**src/cache_pkg.sv**
```systemverilog
// geometry, address fields and shared types of the data cache, imported by every cache module
`default_nettype none

package cache_pkg;

  // ----------------------------------------------------------
  // geometry
  // ----------------------------------------------------------
  localparam int ADDR_W         = 32;
  localparam int DATA_W         = 64;               // cpu word and memory beat
  localparam int STRB_W         = DATA_W / 8;       // one bit per byte
  localparam int LINE_BYTES     = 16;
  localparam int LINE_W         = LINE_BYTES * 8;
  localparam int NUM_WAYS       = 4;
  localparam int NUM_SETS       = 64;               // 4 KiB / 16 B / 4 ways
  localparam int BEATS_PER_LINE = LINE_W / DATA_W;

  // address split: tag [31:10], index [9:4], offset [3:0]
  localparam int OFFSET_W = $clog2(LINE_BYTES);
  localparam int INDEX_W  = $clog2(NUM_SETS);
  localparam int TAG_W    = ADDR_W - INDEX_W - OFFSET_W;

  // ----------------------------------------------------------
  // types
  // ----------------------------------------------------------
  typedef logic [ADDR_W-1:0]   addr_t;
  typedef logic [DATA_W-1:0]   word_t;
  typedef logic [STRB_W-1:0]   strb_t;
  typedef logic [LINE_W-1:0]   line_t;      // low word at offset 0
  typedef logic [TAG_W-1:0]    tag_t;
  typedef logic [INDEX_W-1:0]  index_t;
  typedef logic [NUM_WAYS-1:0] way_vec_t;   // one-hot way select

endpackage

`default_nettype wire
```
**src/cache_way_ram.sv**
```systemverilog
// behavioral single-port ram with one entry per set, instantiated per way for lines and for tags
`default_nettype none

module cache_way_ram #(
  parameter type entry_t = logic
) (
  input  logic              i_clk,
  input  logic              i_en,
  input  logic              i_we,
  input  cache_pkg::index_t i_index,
  input  entry_t            i_wdata,
  output entry_t            o_rdata
);

  import cache_pkg::*;

  entry_t mem [NUM_SETS];

  // registered read, one cycle latency
  // a write returns the entry it replaces
  always_ff @(posedge i_clk) begin
    if (i_en) begin
      o_rdata <= mem[i_index];
      if (i_we) begin
        mem[i_index] <= i_wdata;
      end
    end
  end

endmodule

`default_nettype wire

```
**config.mk**
```make
export PLATFORM = sky130hd
export DESIGN_NAME = cache_way_ram
export DESIGN_NICKNAME = d
export VERILOG_FILES = /design/src/cache_pkg.sv /design/src/cache_way_ram.sv
export SDC_FILE = /design/constraint.sdc
export NUM_CORES = 1
export LEC_CHECK = 0
export ABC_AREA = 1
export ABC_CLOCK_PERIOD_IN_PS = 1400
export BUFFER_PORTS_ARGS = -buffer_cell sky130_fd_sc_hd__buf_2
export CAP_MARGIN = 10
export CORE_MARGIN = 1.5
export CORE_UTILIZATION = 40
export CTS_BUF_LIST = sky130_fd_sc_hd__clkbuf_4 sky130_fd_sc_hd__clkbuf_8
export CTS_CLUSTER_DIAMETER = 120
export DETAILED_ROUTE_END_ITERATION = 8
export MAX_ROUTING_LAYER = met4
export SYNTH_ARGS = -nofsm -noshare
export SYNTH_HDL_FRONTEND = slang
export SYNTH_SLANG_ARGS = --single-unit
```
**constraint.sdc**
```tcl
create_clock -name i_clk -period 1.4 [get_ports i_clk]
set_input_delay 0.14 -clock i_clk [delete_from_list [all_inputs] [get_ports i_clk]]
set_output_delay 0.14 -clock i_clk [all_outputs]
set_load 0.005 [all_outputs]
```
Word level (Yosys, flattened, before mapping)
Memory sizes are Yosys's and may differ from the RTL's. A register that Yosys moved wholly into a read port is not among the register bits.
Cells that the tools add are included.
{"block": "op_classes", "reduce_logical": 0, "mul": 0, "n_eq_ne": 0, "n_addsub": 0, "shifts": 0, "muxes": 3, "bitwise_logic": 0, "n_div": 0, "order_cmp": 0}
{"op": "1-bit 2-to-1 mux", "n": 3}
{"block": "totals", "memories": 1, "elab_cells": 4, "latch_bits": 0, "input_bits": 10, "rom_bits": 0, "register_bits": 0, "output_inout_bits": 1, "ramBits": 64}
{"name": "mem", "depth": 64, "width": 1, "read_ports": 1, "rd_clocked_by_memory_dff": 1, "wr": 1, "line_no": "cache_way_ram.sv:17", "source": "entry_t mem [NUM_SETS];"}

Logic depth before layout (Yosys ltp)
{"block": "depth", "word_depth": 3, "ltp_mapped": 12, "mapped_depth_nobuf": 11}

Least setup slack after synthesis
OpenSTA, ideal clock, no wires.
{"block": "synth_timing", "path_kind": "reg-to-reg", "from": "memory mem[26] (netlist bit)", "to": "register o_rdata, read port of mem, data pin", "synth_period_minus_slack_ns": 1.244, "path_stages_with_launch": 8, "setup_slack_ns": 0.156, "arrival_ns": 0.990, "required_time_ns": 1.146, "setup_time_ns": 0.254, "path_buffers": 0, "cell_sequence": "edfxtp_1 -> or2_2 -> nand3_1 -> nand2_1 -> o21ai_1 -> nand2_1 -> nor2_1 -> nand2_1"}
{"element": "start, declared", "line_no": "cache_way_ram.sv:17"}
{"element": "end, declared", "line_no": "cache_way_ram.sv:12", "source": "output entry_t o_rdata"}

==> impl_results.md <==
* Run status: finished clean
* Vias/cell at 4.839
* Area post-placement at 3408 µm²
* Placed insts at 469
* Ratio of cells with drive above 1 in the final layout at 0.1684
* Critical path start-end classification: flip-flop to flip-flop
* 1st-iter DRT viols at 197
* Crit. Startpoint: mem[26]$_DFFE_PP_
* FF-to-FF End: o_rdata$_DFFE_PP_
* Max cap viols at 0
* Yosys reg bits at 65
* Total wire length at 6926 µm
* First-pass iteration count of the detailed router at 4
* Core area at 7370 µm²
* Register area at 1952 µm²
* Pin slew with the least headroom to its limit at 0.9806 ns
* Final hold violation count at 0
* Critical hold path startpoint: i_en
* Syn avg cell area at 8.953 µm²
* Register-to-Register Path Depth at 7
* Hold Path Sink: o_rdata$_DFFE_PP_
* Worst Path Required at 1.50 ns
* DRT antenna net count at 0
* Largest net degree at the start of global routing at 65
* Port bufs at 10
* Tcrit/Tclk final at 0.9612
* Cells after synthesis at 347
* HP Class: input pin to flip-flop
* Max-slew violations at 0
* PD cells at 1055 nW/µm²
* Root buffer cell: clkbuf_8
* Clock Latency Late Sink at 0.34 ns
* Final Net Count at 391
* Remaining Overflow, GRT at 0
* CTS clock-pin slew for the worst setup and hold paths at 0.07 ns
* Post-route cell area at 3613 µm²
* Setup violators final at 0
* Maximum VDD drop at 0.0003882 V
* Hold Crit Depth at 1
* Final Non-Filler Cells at 485
* All-Layer GR Usage at 0.1874
* # IOs at 11
* Peak fanout along the critical path at 1
* Fmax at 743.1 MHz
* Critical Path AT at 1.44 ns
* CTS tree: built
* Post-synthesis cell area at 3107 µm²
* Die width at 91.13 µm
* WHS at 0.01947 ns
* Leak pwr at 1.469 nW
* Standard-cell rows at 31
* Initial antenna violation count at 0
* Fin Clk Skew at 0.004334 ns
* Routed len/inst at 14.28 µm
* Vias at 2,347
* Rel. slew slack at 0.3463
* Layout overhead on the synthesized area at 16.31%
* Die Y at 91.13 µm
* RSZ-0062 raised after global routing: no
* Initial Util at 0.4216
* Drt drc at 0
* Vias in the first global route at 2,282
* CTS H-tree depth at 3
* Flop2flop setup slack at 0.05 ns
* Total CTS buffers at 9
* Die area at 8305 µm²
* Yosys cell types at 15
* Post-layout min period at 1.346 ns
* Synth warn at 0
* R2r startpoint: mem[26]$_DFFE_PP_
* Post-synthesis sequential area ratio at 0.6283
* Core Util, Final at 0.4903
* FILL cells at 692
* Setup crit start kind: flip-flop
* First-pass GRT wire length at 11,300 µm
* Clock sink count at 65
* Syn_nets at 357
* Multi-input gate area at 1008 µm²
* GPL Wtd Cong at 0.8851
* CTS Buffer Depth at 2
* Dpl hpwl at 4617 µm
* # diodes at 0
* Crit end category: flip-flop
==> synth_stat cells (all sizes together) <==
cell type,count,area share
buf,9,0.020
o21ai,5,0.0081
nand3,16,0.026
inv,34,0.041
nand2,126,0.15
o211ai,5,0.012
nor3,4,0.0064
or2,4,0.0081
nor2,79,0.098
edfxtp,65,0.63
==> worst max-delay path, cell delays in order (launching register included) <==
cell and delay [ns]:
edfxtp_1 0.37, or2_4 0.24, nand3_2 0.05, nand2_1 0.06
o21ai_2 0.16, nand2_1 0.08, nor2_1 0.09, nand2_1 0.06
==> metal layers <==
metal,wire length [µm],GRT usage,vias up
li1,-,-,1177
met1,3223,0.2406,1094
met2,3126,0.2743,66
met3,421,0.05360,10
met4,155,0.08594,0
met5,0,-,-
==> sequential cells by signal, indices dropped and copies added (netlist names) <==
| signal | count |
|---|---|
| o_rdata | 1 |
| mem | 64 |
==> logic make-up (layout without fill, tap and decap cells) <==
group           after synthesis  after routing  synth area share
simple gates                229            229            0.2904
buf+inv                      43             82           0.06121
compound gates               10             10           0.02014
flops                        65             65            0.6283
==> placed cells by master, fill, tap and decap left out, drive strengths merged <==
master	count
o21ai	5
o211ai	5
clkinv	5
edfxtp	65
nor2	79
nor3	4
nand3	16
or2	4
inv	34
nand2	126
buf	32
clkbuf	11
==> worst max path at each step <==
stage,slack (ns),cells after the start,endpoint
floorplan,0.16,7,o_rdata$_DFFE_PP_
global placement,-0.07,9,o_rdata$_DFFE_PP_
detailed placement,-0.11,9,o_rdata$_DFFE_PP_
CTS,0.005,7,o_rdata$_DFFE_PP_
global route,0.0005,8,o_rdata$_DFFE_PP_
finish,0.05,7,o_rdata$_DFFE_PP_
==> stage by stage <==
step / TNS (ns) / setup slack (ns) / power [mW]
4_1_cts: 0 / 0.005498 / 3.831
2_1_floorplan: 0 / 0.1557 / 2.367
6_report: 0 / 0.05436 / 3.814
3_3_place_gp: -0.1368 / -0.07334 / 2.496
3_5_place_dp: -0.6067 / -0.1121 / 2.497
5_1_grt: 0 / 0.0005402 / 3.964
==> where the power goes <==
group          switching, mW  total (mW)  internal, mW
clock                  0.688        1.35         0.660
combinational          0.210       0.311         0.100
sequential           0.00244        2.15          2.15
==> what timing repair did <==
action / in CTS / in global routing
resized for setup: 4 / 8
hold buffers: 0 / 0
buffers inserted: 0 / 0
pin swaps: 1 / 10
cloned: 0 / 0
setup endpoints to repair: 1 / 1
==> area by class of cell <==
type,instances,area share
clock buffer,11,0.03843
clock inverter,5,0.006233
inverter,34,0.03532
multi-input combinational,239,0.2791
sequential,65,0.5402
tap,99,0.03428
timing repair buffer,32,0.06648
No activity file was read; power rests on OpenSTA's default activity.
