## src/cache_pkg.sv

```systemverilog
// geometry, address fields and shared types of the data cache, imported by every cache module
`default_nettype none

package cache_pkg;

  // ----------------------------------------------------------
  // geometry
  // ----------------------------------------------------------
  localparam int ADDR_W         = 32;
  localparam int DATA_W         = 64;               // cpu word and memory beat
  localparam int STRB_W         = DATA_W / 8;       // one bit per byte
  localparam int LINE_BYTES     = 16;
  localparam int LINE_W         = LINE_BYTES * 8;
  localparam int NUM_WAYS       = 4;
  localparam int NUM_SETS       = 64;               // 4 KiB / 16 B / 4 ways
  localparam int BEATS_PER_LINE = LINE_W / DATA_W;

  // address split: tag [31:10], index [9:4], offset [3:0]
  localparam int OFFSET_W = $clog2(LINE_BYTES);
  localparam int INDEX_W  = $clog2(NUM_SETS);
  localparam int TAG_W    = ADDR_W - INDEX_W - OFFSET_W;

  // ----------------------------------------------------------
  // types
  // ----------------------------------------------------------
  typedef logic [ADDR_W-1:0]   addr_t;
  typedef logic [DATA_W-1:0]   word_t;
  typedef logic [STRB_W-1:0]   strb_t;
  typedef logic [LINE_W-1:0]   line_t;      // low word at offset 0
  typedef logic [TAG_W-1:0]    tag_t;
  typedef logic [INDEX_W-1:0]  index_t;
  typedef logic [NUM_WAYS-1:0] way_vec_t;   // one-hot way select

endpackage

`default_nettype wire
```

## src/cache_tag_check.sv

```systemverilog
// valid and dirty state per way, hit detection and victim choice for the set under lookup
`default_nettype none

module cache_tag_check (
  input  logic                i_clk,
  input  logic                i_rst,
  input  cache_pkg::index_t   i_index,
  input  cache_pkg::tag_t     i_req_tag,
  input  cache_pkg::tag_t     i_way_tags [cache_pkg::NUM_WAYS],
  input  logic                i_fill,
  input  cache_pkg::way_vec_t i_fill_way,
  input  logic                i_set_dirty,
  input  cache_pkg::way_vec_t i_hit_way,
  output logic                o_hit,
  output cache_pkg::way_vec_t o_hit_way,
  output cache_pkg::way_vec_t o_victim_way,
  output logic                o_victim_dirty,
  output cache_pkg::tag_t     o_victim_tag
);

  import cache_pkg::*;

  way_vec_t   valid_q [NUM_SETS];
  way_vec_t   dirty_q [NUM_SETS];
  logic [1:0] lfsr_q;             // never zero, cycles 3, 1, 2

  way_vec_t   set_valid;
  way_vec_t   set_dirty;
  logic [1:0] victim_idx;
  logic       found_free;

  assign set_valid = valid_q[i_index];
  assign set_dirty = dirty_q[i_index];

  // ----------------------------------------------------------
  // tag compare
  // ----------------------------------------------------------
  always_comb begin
    for (int w = 0; w < NUM_WAYS; w++) begin
      o_hit_way[w] = set_valid[w] && (i_way_tags[w] == i_req_tag);
    end
  end

  assign o_hit = |o_hit_way;

  // lowest invalid way wins, otherwise the lfsr picks
  always_comb begin
    victim_idx = lfsr_q;
    found_free = 1'b0;
    for (int w = 0; w < NUM_WAYS; w++) begin
      if (!set_valid[w] && !found_free) begin
        victim_idx = w[1:0];
        found_free = 1'b1;
      end
    end
  end

  assign o_victim_way   = way_vec_t'(1'b1) << victim_idx;
  assign o_victim_dirty = set_valid[victim_idx] && set_dirty[victim_idx];
  assign o_victim_tag   = i_way_tags[victim_idx];

  // ----------------------------------------------------------
  // state bits and lfsr
  // ----------------------------------------------------------
  always_ff @(posedge i_clk) begin
    if (i_rst) begin
      for (int s = 0; s < NUM_SETS; s++) begin
        valid_q[s] <= '0;
        dirty_q[s] <= '0;
      end
      lfsr_q <= 2'b11;
    end else if (i_fill) begin
      valid_q[i_index] <= set_valid | i_fill_way;
      // a write miss leaves the new line dirty, a read miss clean
      dirty_q[i_index] <= i_set_dirty ? (set_dirty | i_fill_way)
                                      : (set_dirty & ~i_fill_way);
      lfsr_q           <= {lfsr_q[0] ^ lfsr_q[1], lfsr_q[1]};
    end else if (i_set_dirty) begin
      dirty_q[i_index] <= set_dirty | i_hit_way;   // write hit
    end
  end

endmodule

`default_nettype wire

```

## config.mk

```make
export PLATFORM = sky130hd
export DESIGN_NAME = cache_tag_check
export DESIGN_NICKNAME = d
export VERILOG_FILES = /design/src/cache_pkg.sv /design/src/cache_tag_check.sv
export SDC_FILE = /design/constraint.sdc
export NUM_CORES = 1
export LEC_CHECK = 0
export ABC_AREA = 1
export CAP_MARGIN = 20
export CORE_MARGIN = 3
export CORE_UTILIZATION = 45
export DETAILED_ROUTE_END_ITERATION = 8
export DONT_BUFFER_PORTS = 1
export HOLD_SLACK_MARGIN = 0.03
export SYNTH_ARGS = -nofsm -noshare
export SYNTH_HDL_FRONTEND = slang
export SYNTH_SLANG_ARGS = --single-unit
```

## constraint.sdc

```tcl
create_clock -name i_clk -period 6.6 [get_ports i_clk]
set_input_delay 0.66 -clock i_clk [delete_from_list [all_inputs] [get_ports i_clk]]
set_output_delay 0.66 -clock i_clk [all_outputs]
set_load 0.01 [all_outputs]
```

==> Word level (Yosys, flattened, before mapping) <==
Memories as Yosys holds them, arrays and structs flattened.
Index checks and enable logic that the tools add are counted.
{ "classes": {"n_reduce_logical": 16, "bitwise": 8, "eq_ne": 4, "shift": 1, "n_lt_le_gt_ge": 2, "mux": 31} }
{ "op_table": {"columns": ["cell", "count"], "rows": [
  ["equality test 22 bit", 4],
  ["binary-select mux 22 bit (select 2 bit)", 1],
  ["2-to-1 mux 22 bit", 2],
  ["2-to-1 mux 1 bit", 16],
  ["2-to-1 mux 4 bit", 4],
  ["2-to-1 mux 6 bit", 2],
  ["OR 4 bit", 3],
  ["OR reduction 4 bit", 3],
  ["logical AND 1 bit", 8],
  ["2-to-1 mux 2 bit", 4],
  ["zero test 1 bit", 5],
  ["AND 4 bit", 1],
  ["binary-select mux 1 bit (select 2 bit)", 2],
  ["inverter 4 bit", 1],
  ["left shift 1 x 2 -> 4 bit, first input constant", 1],
  [">= comparator 3 bit, second input constant", 1],
  ["< comparator 2 x 3 -> 1 bit, second input constant", 1],
  ["inverter 2 -> 3 bit", 1],
  ["OR 1 bit", 1],
  ["XOR 1 bit", 1]
]} }
{ "totals": {"ramBits": 512, "word_cells": 65, "register_bits": 2, "n_memories": 2} }
{ "mem_list": {"columns": ["name", "words", "width", "rd", "rd_ports_with_merged_regs", "write_ports", "line", "rtl"], "rows": [
  ["dirty_q", 64, 4, 1, 0, 64, "cache_tag_check.sv:24", "way_vec_t dirty_q [NUM_SETS];"],
  ["valid_q", 64, 4, 1, 0, 64, "cache_tag_check.sv:23", "way_vec_t valid_q [NUM_SETS];"]
]} }

==> Longest topological paths before layout <==
Gate-level depths: netlist of the first run.
An unclocked memory read counts as a cell.
{ "depth": {"depth_word": 14, "mapped_depth": 21, "ltp_nobuf": 18} }

==> Least setup slack after synthesis of the first run <==
OpenSTA, ideal clock, no wires.
{ "synth_timing": {"path_type": "input-to-output", "from": "input i_index[2]", "to": "output o_victim_tag[12]", "required_time_ns": 5.940, "arrival_time_ns": 2.506, "path_slack_ns": 3.434, "path_stages": 18, "path_cell_list": "buf_2 -> inv_2 -> nand2_1 -> nor2_1 -> o21ai_1 -> nand2_1 -> o21ai_1 -> nand2_1 -> nor2_1 -> nand2_2 -> nand2_1 -> inv_2 -> nand2_2 -> inv_2 -> a21oi_4 -> buf_2 -> nand2_1 -> nand4_1"} }
{ "synth_via": {"elab_chain_cells": 14} }
{ "synth_lines": {"columns": ["item", "line", "rtl"], "rows": [
  ["from (decl)", "cache_tag_check.sv:7", "input cache_pkg::index_t i_index,"],
  ["memory (64 x 4 bit) (*)", null, null],
  ["zero test 1 bit", "cache_tag_check.sv:51", "if (!set_valid[w] && !found_free) begin"],
  ["logical AND 1 bit", "cache_tag_check.sv:51", null],
  ["2-to-1 mux 1 bit", "cache_tag_check.sv:51", null],
  ["zero test 1 bit", "cache_tag_check.sv:51", null],
  ["logical AND 1 bit", "cache_tag_check.sv:51", null],
  ["2-to-1 mux 1 bit", "cache_tag_check.sv:51", null],
  ["zero test 1 bit", "cache_tag_check.sv:51", null],
  ["logical AND 1 bit", "cache_tag_check.sv:51", null],
  ["2-to-1 mux 2 bit (*)", "cache_tag_check.sv:51", null],
  ["inverter 2 -> 3 bit (not written as such) (*)", "cache_tag_check.sv:60", "assign o_victim_tag = i_way_tags[victim_idx];"],
  ["binary-select mux 22 bit (select 2 bit) (*)", "cache_tag_check.sv:60", null],
  ["2-to-1 mux 22 bit (not written as such) (*) (2 in a row)", "cache_tag_check.sv:60", null],
  ["to (decl)", "cache_tag_check.sv:18", "output cache_pkg::tag_t o_victim_tag"]
]} }
Every way passes the cells marked *; elsewhere a longest branch is shown, timed or not. The select of a mux whose other input is x is not followed.

==> Worst setup path after layout of the first run <==
{ "layout_timing": {"from": "input i_index[0]", "to": "output o_victim_tag[17]"} }
Same word-level chain as after synthesis.

==> summary.md, run 1 <==
Setup repair after global routing left no endpoint under its margin. The deepest clock path buffer count is 3, and the total via count in the routed design is 21,100. The run finished with clean final reports.

Cells with a size suffix above 1 make up 6.76% of the layout. 160 I/O pins were placed. The most numerous cell type found on the critical path is sky130_fd_sc_hd__nand2_1. The count of distinct cell types in the synthesized netlist was 35. For the number of H-tree branching levels, the log shows 2.

The tools report the detailed-routing iteration count for the pre-antenna-repair pass as 6. The critical path goes through inv_4 > buf_4 > nand2_1 > nand2_1 > nand2_1 > nand2_1 > nand2_1 > nand2_1 > nand2_1 > nand2_1 > nor2_1 > nand2_1 > nand2_2 > nand2_1 > nand2_1 > nor2_4 > nand2_1 > nand4_1. The tightest hold path in the finished design has a slack of 0.197 ns. The initialized floorplan defines 89 standard-cell rows. The startpoint of the lowest-slack hold path is i_rst.

For the count of pins over their slew limit, the log shows 0. At the end of routability-driven placement, the weighted congestion stood at 0.897. Critical path's slowest cell: sky130_fd_sc_hd__inv_4. Net switching is 25.2% of the power. The pre-CTS setup slack came out at 1.69 ns.

The clock sink total is 514, and the static power due to leakage is 13.6 nW. In the routed design, unresolved DRC markers number 0. The number of synthesized flops with an enable pin came out at 512.

The tools report the core utilization of the finished layout as 49.2%. After floorplanning, the core was sized to cover 59,200 um^2. For the pin with the worst max-slew slack, the measured transition is 1.06 ns. Across the VDD grid, the largest voltage drop is 0.194 mV. For the count of endpoints failing hold in the final timing report, the log shows 0. Per report_power, the combinational group accounts for 10.2% of the total.

The total overflow reported by the global router was 0. Clock buffer count from CTS: 54. For flop-to-flop paths, the worst setup slack is 3.55 ns. In this run the cell area of the synthesized design comes to 27,000 um^2.

The die covers 63,100 um^2. In the synthesized netlist, the number of instances is 3,221. The required time reported for the critical path endpoint is 5.94 ns.

STA classifies the critical path endpoint as a primary output. In the routed layout, each cell is associated on average with a via count of 5.35. The commonest register cell after synthesis is sky130_fd_sc_hd__edfxtp_1. Total power for the finished layout comes to 0.00742 W. For this design the ratio of total power to cell area is 255 nW/um^2. Per report_power, the sequential group accounts for 50.4% of the total.

Maximum cell stage delay along the critical path: 0.57 ns. In this run the critical register-to-register path is launched from valid_q[56][1]. After synthesis, the share of flip-flops with an asynchronous set or reset is 0%.

Once the clock tree was built, the setup fixing pass inserted 0 buffers. Horizontal extent of the die: 251 um. On the critical path the largest part of the delay comes from simple AND/OR/NAND/NOR gates. The logs give 29.4% for the max-slew headroom at the worst pin and 39.5% for the clock network power share. The path type of the worst setup path was in -> out. The worst hold path belongs to the class in -> reg.

The number of global-route vias before repair was 20,200; the first-pass GRT wire length was 116,000 um. The internal power of the cells totals 0.00555 W. The tools report the switching power as 0.00187 W. For the worst setup path, the data arrival time is 4.20 ns. The initial DRC count came out at 2,496. Static timing analysis puts the maximum clock frequency at 206 MHz.

Input and output buffers added on the ports amount to 0. Number of antenna violations at the first check in global routing: 3. The number of gates resized after CTS was 0. The reg-to-reg critical path endpoint was valid_q[6][1]. The repair_antennas step left the layout with diodes totalling 0. After the last flow step, the layout net total stands at 3,255. Setup violations remaining at the end of the flow were counted as 0.

The final worst-path cycle share was 73.6%. Global routing consumed, over all layers together, 23.7% of the routing resources. The least setup slack across all paths after layout was 1.74 ns. For the final database, setup skew stands at 0.0303 ns. The run gives 0 as the max-capacitance violation count. Compared with the post-synthesis result, the final layout area differs by 7.67%.

The logs give 45.7% for the initial core utilization and 57.0% for the part of the Yosys area used for sequential elements. STA classifies the critical path startpoint as an input pin. The tools report the net count of the mapped netlist as 3,349. The routed wire length per instance is 19.4 um. The worst-skew pair later-pin latency was 0.61 ns. The cell count of the worst reg-to-reg path works out to 14. Number of register bits inferred by synthesis: 514. Largest driver fanout on the critical path: 157.

The average cell area after synthesis was 8.40 um^2. Following the worst setup path forward leads to its endpoint at o_victim_tag[17]. Clock-pin slew was measured on the worst setup and hold paths at 0.06 ns.

The critical path contains buffers and inverters numbering 2 combined. The number of hold buffers added after CTS was 0. The clock tree root driver cell is sky130_fd_sc_hd__clkbuf_16. The die extent in y is 251 um.

The residual antenna-violating net count after detailed routing is 0. The total wire length after detailed routing was 76,400 um. Once detailed placement completed, the half-perimeter wirelength came to 48,300 um.

The launching instance or port of the critical path was i_index[0]. The critical path depth works out to 18. TritonCTS built the clock tree. Entering global routing, the biggest net connects 158 pins. The total negative slack for setup checks came out at 0 ns. The clock period minus final worst setup slack was 4.86 ns; the count of synthesis-stage warnings from yosys was 0.
==> power by group through the flow <==
stage / registers [W] / logic, W / clock network [W]
floorplan: 0.00379 / 0.000553 / 0
global placement: 0.00380 / 0.000736 / 0
detailed placement: 0.00380 / 0.000747 / 0
CTS: 0.00374 / 0.000748 / 0.00297
global route: 0.00374 / 0.000817 / 0.00309
finish: 0.00374 / 0.000755 / 0.00293
==> synth_stat cells, types with 2 or more instances <==
library cell	number	area (um^2)
sky130_fd_sc_hd__nand2_2	6	37.5
sky130_fd_sc_hd__o211ai_1	6	45.0
sky130_fd_sc_hd__nand3b_1	4	30.0
sky130_fd_sc_hd__clkbuf_1	68	255
sky130_fd_sc_hd__nand3_1	100	500
sky130_fd_sc_hd__nor3b_1	4	30.0
sky130_fd_sc_hd__xnor2_1	20	175
sky130_fd_sc_hd__nor4_1	16	100
sky130_fd_sc_hd__buf_1	8	30.0
sky130_fd_sc_hd__edfxtp_1	512	15400
sky130_fd_sc_hd__nor2_1	335	1260
sky130_fd_sc_hd__nor2_2	2	12.5
sky130_fd_sc_hd__inv_2	9	33.8
sky130_fd_sc_hd__o21a_1	2	15.0
sky130_fd_sc_hd__dfxtp_1	2	40.0
sky130_fd_sc_hd__a21oi_1	24	120
sky130_fd_sc_hd__a22oi_1	30	225
sky130_fd_sc_hd__inv_1	324	1220
sky130_fd_sc_hd__nor3_1	74	370
sky130_fd_sc_hd__buf_4	16	120
sky130_fd_sc_hd__nor2_4	6	67.6
sky130_fd_sc_hd__xor2_1	41	359
sky130_fd_sc_hd__nand4_1	62	388
sky130_fd_sc_hd__o21ai_1	12	60.1
sky130_fd_sc_hd__or2_2	78	488
sky130_fd_sc_hd__nand2_1	1334	5010
sky130_fd_sc_hd__buf_2	80	400
sky130_fd_sc_hd__o21ai_0	34	170
sky130_fd_sc_hd__buf_6	6	67.6
==> kinds of logic after synthesis <==
logic type,after synthesis,synth area share (%)
DFF,514,57.0
and+or+nand+nor,2022,30.7
buffers and inverters,512,7.86
AOI/OAI and AO/OA,112,2.50
xor gates and xnor gates,61,1.98
==> how the worst min path moves through the flow <==
stage,endpoint,slack (ns),depth (start not counted)
after detailed placement,lfsr_q[1],0.51,2
after global placement,lfsr_q[1],0.50,2
final,lfsr_q[0],0.20,2
after global routing,lfsr_q[0],0.22,1
after floorplan,lfsr_q[0],0.48,2
after CTS,lfsr_q[0],0.16,1
==> state kept, by name, indices dropped and copies added, names as in the netlist <==
register  flops
dirty_q     256
valid_q     256
lfsr_q        2
==> metal layers <==
layer	part of all wire [%]	GRT usage [%]
met1	42	32.5
met2	47	39.4
met3	8.5	3.86
met4	2.8	6.70
met5	0.017	0
==> through the flow <==
stage | cells | area, um^2
floorplan | 3221 | 27000
global placement | 3842 | 27400
detailed placement | 3843 | 27500
CTS | 3936 | 29100
global route | 3937 | 29100
finish | 3937 | 29100
==> cell usage in the layout (no fill, tap or decap), types with 3 or more instances in the layout <==
master,instances
sky130_fd_sc_hd__clkbuf_1,12
sky130_fd_sc_hd__nand2_1,1331
sky130_fd_sc_hd__nand3b_1,4
sky130_fd_sc_hd__nor2_4,7
sky130_fd_sc_hd__clkinv_2,3
sky130_fd_sc_hd__o21ai_1,12
sky130_fd_sc_hd__buf_4,25
sky130_fd_sc_hd__nand4_1,62
sky130_fd_sc_hd__nor3_1,66
sky130_fd_sc_hd__o211ai_1,6
sky130_fd_sc_hd__clkinv_1,17
sky130_fd_sc_hd__a21oi_1,24
sky130_fd_sc_hd__bufinv_16,4
sky130_fd_sc_hd__nor3b_1,4
sky130_fd_sc_hd__nor3_2,8
sky130_fd_sc_hd__xor2_1,41
sky130_fd_sc_hd__o21ai_0,34
sky130_fd_sc_hd__a22oi_1,30
sky130_fd_sc_hd__inv_2,10
sky130_fd_sc_hd__nor2_1,334
sky130_fd_sc_hd__nand3_1,99
sky130_fd_sc_hd__edfxtp_1,512
sky130_fd_sc_hd__nor4_1,16
sky130_fd_sc_hd__clkbuf_16,55
sky130_fd_sc_hd__inv_1,322
sky130_fd_sc_hd__xnor2_1,20
sky130_fd_sc_hd__or2_2,78
sky130_fd_sc_hd__nand2_2,8
==> area by class of cell <==
type,instances,area [um^2]
clock buffers,67,1420
clock inverters,26,231
fillers,5540,30100
inverters,334,1260
multi-input cells,2195,9590
flip-flops and latches,514,15400
well taps,773,967
repair buffers,28,239
Power figures use the tool's default switching activity.
==> run 2, diff against run 1 <==
--- a/config.mk
+++ b/config.mk
@@ -5,7 +5,7 @@
 export SDC_FILE = /design/constraint.sdc
 export NUM_CORES = 1
 export LEC_CHECK = 0
-export ABC_AREA = 1
+export ABC_AREA = 0
 export CAP_MARGIN = 20
 export CORE_MARGIN = 3
 export CORE_UTILIZATION = 45
==> constraint.sdc (replaced) <==
create_clock -name i_clk -period 3.95 [get_ports i_clk]
set_input_delay 0.395 -clock i_clk [delete_from_list [all_inputs] [get_ports i_clk]]
set_output_delay 0.395 -clock i_clk [all_outputs]
set_load 0.01 [all_outputs]
==> run 2 against run 1 <==
The run now ends with setup timing left. Via count is 13% lower. Combinational power is 91% higher. Setup slack worse by 1.9 ns. Count of clock-buffer cells in the layout is 5 lower. Global-route usage is 4.2 points higher. Critical path type is now reg -> out. Critical endpoint is now o_victim_tag[19]. Largest cell class unchanged. Highest routed layer unchanged.
==> summary.md, run 2 <==
The run finished, with violations left. The final reports fail on setup timing. Critical path startpoint category: a flop (was an input pin). The fraction of synthesis flops using an asynchronous set or reset pin is 0% (unchanged), and the total via count in the routed design is 18,300 (was 21,100).

The core utilization of the finished layout was 51.6% (was 49.2%). For the post-synthesis instance area, the log shows 24,700 um^2 (was 27,000 um^2). Path type of the worst setup path: reg -> out (was in -> out).

The number of cells on the worst hold path is 2 (unchanged), and the global placer's final weighted congestion is 0.929 (was 0.897). The deepest clock path buffer count is 3 (unchanged), and the count of pins over their slew limit is 0 (unchanged). The growth of design area from synthesis to finish came out at 12.9% (was 7.67%).

The startpoint of the lowest-slack hold path is i_rst (unchanged). The number of synthesized flops with an enable pin was 512 (unchanged). Family of cells with the greatest summed delay on the critical path: compound AO/OA/AOI/OAI gates (was simple AND/OR/NAND/NOR gates). Slew at the pin closest to its max-slew limit: 1.00 ns (was 1.06 ns). Worst-skew pair later-pin latency: 0.61 ns (about the same).

The critical path arrival is 3.72 ns (was 4.20 ns). The power density over the cells was 454 nW/um^2 (was 255 nW/um^2); the static power due to leakage was 10.2 nW (was 13.6 nW). After layout, the worst path uses 104% of the clock period. TritonCTS built the clock tree. The count of synthesis-stage warnings from yosys is 0 (unchanged), and the count of buffering cells on the critical path with inverters included is 5 (was 2). The first-pass GRT wire length was 118,000 um (was 116,000 um); the count of endpoints failing hold in the final timing report was 0 (unchanged). The logs give 1 (was 3) for the number of antenna violations at the first check in global routing and 17,600 (was 20,200) for the number of global-route vias before repair.

The total overflow reported by the global router is 0 (unchanged). Quantity of I/O buffers inserted on ports: 0 (unchanged). For the clock sink total, the log shows 514 (unchanged). The tools report the endpoint of the worst hold path as lfsr_q[0] (unchanged). The residual antenna-violating net count after detailed routing is 0 (unchanged), and the total wire length after detailed routing is 82,300 um (was 76,400 um). The number of instances in the placed design was 2,785 (was 3,843).

The number of H-tree branching levels came out at 2 (unchanged). The tools report the detailed-routing iteration count for the pre-antenna-repair pass as 9 (was 6). The total global-route track usage was 28.0% (was 23.7%); the number of antenna repair diodes was 0 (unchanged).

The DRC violation count after routing was 0 (unchanged); the overall die area was 57,700 um^2 (was 63,100 um^2). For the max-capacitance violation count, the log shows 0 (unchanged). Synth cell count leaders: 538 x sky130_fd_sc_hd__nor2_1, 512 x sky130_fd_sc_hd__edfxtp_1, 307 x sky130_fd_sc_hd__nand2_1 (was 1,334 x sky130_fd_sc_hd__nand2_1, 512 x sky130_fd_sc_hd__edfxtp_1, 335 x sky130_fd_sc_hd__nor2_1).

The placed wire-length estimate was 52,700 um (was 48,300 um). Commonest register cell after synthesis: sky130_fd_sc_hd__edfxtp_1 (unchanged). The final setup skew was 0.0259 ns (was 0.0303 ns); the required time reported for the critical path endpoint was 3.56 ns (was 5.94 ns).

Die extent in y: 240 um (was 251 um). Startpoint of the lowest-slack register-to-register path: valid_q[0][2] (was valid_q[56][1]). The logs give 2,153 (was 3,221) for the instance count of the mapped netlist and 64 (was 35) for the count of distinct cell types in the synthesized netlist. The routed wire length per instance came out at 28.4 um (was 19.4 um). Type of element capturing the critical path: a primary output (unchanged).

The part of the Yosys area used for sequential elements is 62.4% (was 57.0%). The tools report the clock tree root driver cell as sky130_fd_sc_hd__clkbuf_16 (unchanged). The count of standard-cell rows is 85 (was 89). The worst hold slack after final layout came out at 0.122 ns (was 0.197 ns).

The critical path's slowest cell was sky130_fd_sc_hd__a222oi_1 (was sky130_fd_sc_hd__inv_4). The largest driver fanout on the critical path is 6 (was 157), and the total negative slack for setup checks is -0.769 ns (was 0 ns). The mean number of vias per cell was 6.33 (was 5.35); the clock period minus final worst setup slack was 4.12 ns.

The number of register bits inferred by synthesis is 514 (unchanged), and the portion of synthesized cell area occupied by the leading cell type is 62.3% (was 56.8%). The register-to-register setup slack is 0.67 ns (was 3.55 ns), and the clock-pin slew of the registers on the worst-case setup and hold paths is 0.07 ns (was 0.06 ns). Setup repair after global routing could not meet its margin everywhere. The upper clock frequency limit is 243 MHz.

The maximum vdd ir drop is 0.297 mV (was 0.194 mV). The tools report the launching instance or port of the critical path as valid_q[0][2] (was i_index[0]). The run gives 52 (was 54) as the clock buffer count from CTS.

The count of placed standard cells in the final layout, fillers left out was 2,895 (was 3,937). The most common cell after layout, fill and taps aside was sky130_fd_sc_hd__nor2_1 (was sky130_fd_sc_hd__nand2_1). The leading area contributor after synthesis was sky130_fd_sc_hd__edfxtp_1 (unchanged). The least setup slack across all paths after layout was -0.169 ns (was 1.74 ns). The area of the core region was 54,000 um^2 (was 59,200 um^2); the proportion of layout cells with a drive suffix above 1 was 13.2% (was 6.76%).

The logs give 160 (unchanged) for the total I/O pin count and 11 (was 0) for the final count of negative-setup-slack endpoints. Maximum number of pins on one net before global-route repair: 133 (was 158). The cell count of the worst reg-to-reg path was 12 (was 14); the post-layout net count was 2,288 (was 3,255).

The initial DRC count is 2,184 (was 2,496). The class of the worst hold path was in -> reg (unchanged). The max-slew headroom at the worst pin was 32.6% (was 29.4%). The tools report the reg-to-reg critical path endpoint as valid_q[15][2] (was valid_q[6][1]). Most frequent cell after synthesis: sky130_fd_sc_hd__nor2_1 (was sky130_fd_sc_hd__nand2_1). The net count of the mapped netlist was 2,281 (was 3,349). The horizontal extent of the die is 240 um (was 251 um). Largest registers: dirty_q (256), valid_q (256), lfsr_q (2) (unchanged).

The initial core utilization was 45.7% (about the same). Commonest cells after routing, fill and taps aside: 534 x sky130_fd_sc_hd__nor2_1, 512 x sky130_fd_sc_hd__edfxtp_1, 307 x sky130_fd_sc_hd__nand2_1 (was 1,331 x sky130_fd_sc_hd__nand2_1, 512 x sky130_fd_sc_hd__edfxtp_1, 334 x sky130_fd_sc_hd__nor2_1). The maximum cell stage delay along the critical path is 0.40 ns (was 0.57 ns). Cells along the critical path: mux2_4 > a221o_1 > a222oi_1 > buf_4 > o2bb2ai_4 > nor4b_4 > buf_6 > buf_12 > o41ai_4 > buf_6 > buf_12 > a22oi_2 > o211ai_1 (was inv_4 > buf_4 > nand2_1 > nand2_1 > nand2_1 > nand2_1 > nand2_1 > nand2_1 > nand2_1 > nand2_1 > nor2_1 > nand2_1 > nand2_2 > nand2_1 > nand2_1 > nor2_4 > nand2_1 > nand4_1). Average cell area after synthesis: 11.5 um^2 (was 8.40 um^2). Ranking of synthesized cells by area: sky130_fd_sc_hd__edfxtp_1 62%, sky130_fd_sc_hd__nor2_1 8.2%, sky130_fd_sc_hd__nand2_1 4.7% (was sky130_fd_sc_hd__edfxtp_1 57%, sky130_fd_sc_hd__nand2_1 19%, sky130_fd_sc_hd__nor2_1 4.6%).
## run 2: kinds of logic (layout without fill, tap and decap cells)
group	count (synthesis)	after routing	synth area share (%)
flip-flops	514	514	62.4
buffers and inverters	181	227	3.44
XOR/XNOR	88	88	3.12
AO/OA/AOI/OAI	307	307	9.65
AND/OR/NAND/NOR	962	962	15.9
multiplexers	101	101	5.45
## run 2: layout make-up
class,count,area (um^2)
multi-input combinational,1458,8710
inverter,29,111
sequential,514,15400
clock inverter,31,294
fill,4585,26200
tap,696,871
clock buffer,62,1380
timing repair buffer,105,1090
## run 2: layer usage
| layer | GRT usage [%] | vias to the layer above | wire (um) |
|---|---|---|---|
| met3 | 6.40 | 230 | 9370 |
| met5 | 0 | - | 12 |
| met2 | 44.8 | 1240 | 37500 |
| met4 | 12.7 | 2 | 4280 |
| li1 | - | 7862 | - |
| met1 | 36.6 | 8993 | 31100 |
## run 2: worst register-to-register path: stages, from the launching register on
cell and delay (ns):
sky130_fd_sc_hd__edfxtp_1 0.36, sky130_fd_sc_hd__mux2_4 0.29, sky130_fd_sc_hd__a221o_1 0.31, sky130_fd_sc_hd__a222oi_1 0.40
sky130_fd_sc_hd__buf_4 0.21, sky130_fd_sc_hd__o2bb2ai_4 0.08, sky130_fd_sc_hd__nor4b_4 0.35, sky130_fd_sc_hd__buf_6 0.17
sky130_fd_sc_hd__buf_12 0.10, sky130_fd_sc_hd__buf_4 0.11, sky130_fd_sc_hd__nor2b_4 0.15, sky130_fd_sc_hd__buf_12 0.33
sky130_fd_sc_hd__nor2_1 0.15
## run 2: power breakdown
part / internal, W / switching [W]
combinational: 0.000475 / 0.000967
sequential: 0.00618 / 0.0000748
clock: 0.00281 / 0.00214
## run 2: worst max path at each step
stage / to / depth (start not counted) / slack [ns]
4_1_cts: o_victim_dirty / 12 / -0.14
2_1_floorplan: o_victim_dirty / 11 / 0.57
6_report: o_victim_tag[19] / 13 / -0.17
3_3_place_gp: o_victim_tag[12] / 10 / 0.27
5_1_grt: o_victim_tag[19] / 13 / -0.22
3_5_place_dp: o_victim_tag[6] / 11 / 0.27
## run 2: stage by stage
step                      setup slack, ns  total power (W)  instance area [um^2]
after global placement              0.272          0.00766                 25800
after detailed placement            0.274          0.00767                 25800
final                              -0.169           0.0126                 27900
after floorplan                     0.570          0.00719                 24700
after global routing               -0.219           0.0130                 27900
after CTS                          -0.136           0.0126                 27800
## run 2: repair_timing
action / 4_1_cts / 5_1_grt
hold endpoints to repair: 2 / 0
buffers inserted: 10 / 6
endpoints found under the setup margin: 24 / 24
pin swaps: 18 / 27
cloned: 1 / 1
hold buffers: 1 / 0
resized for setup: 35 / 15
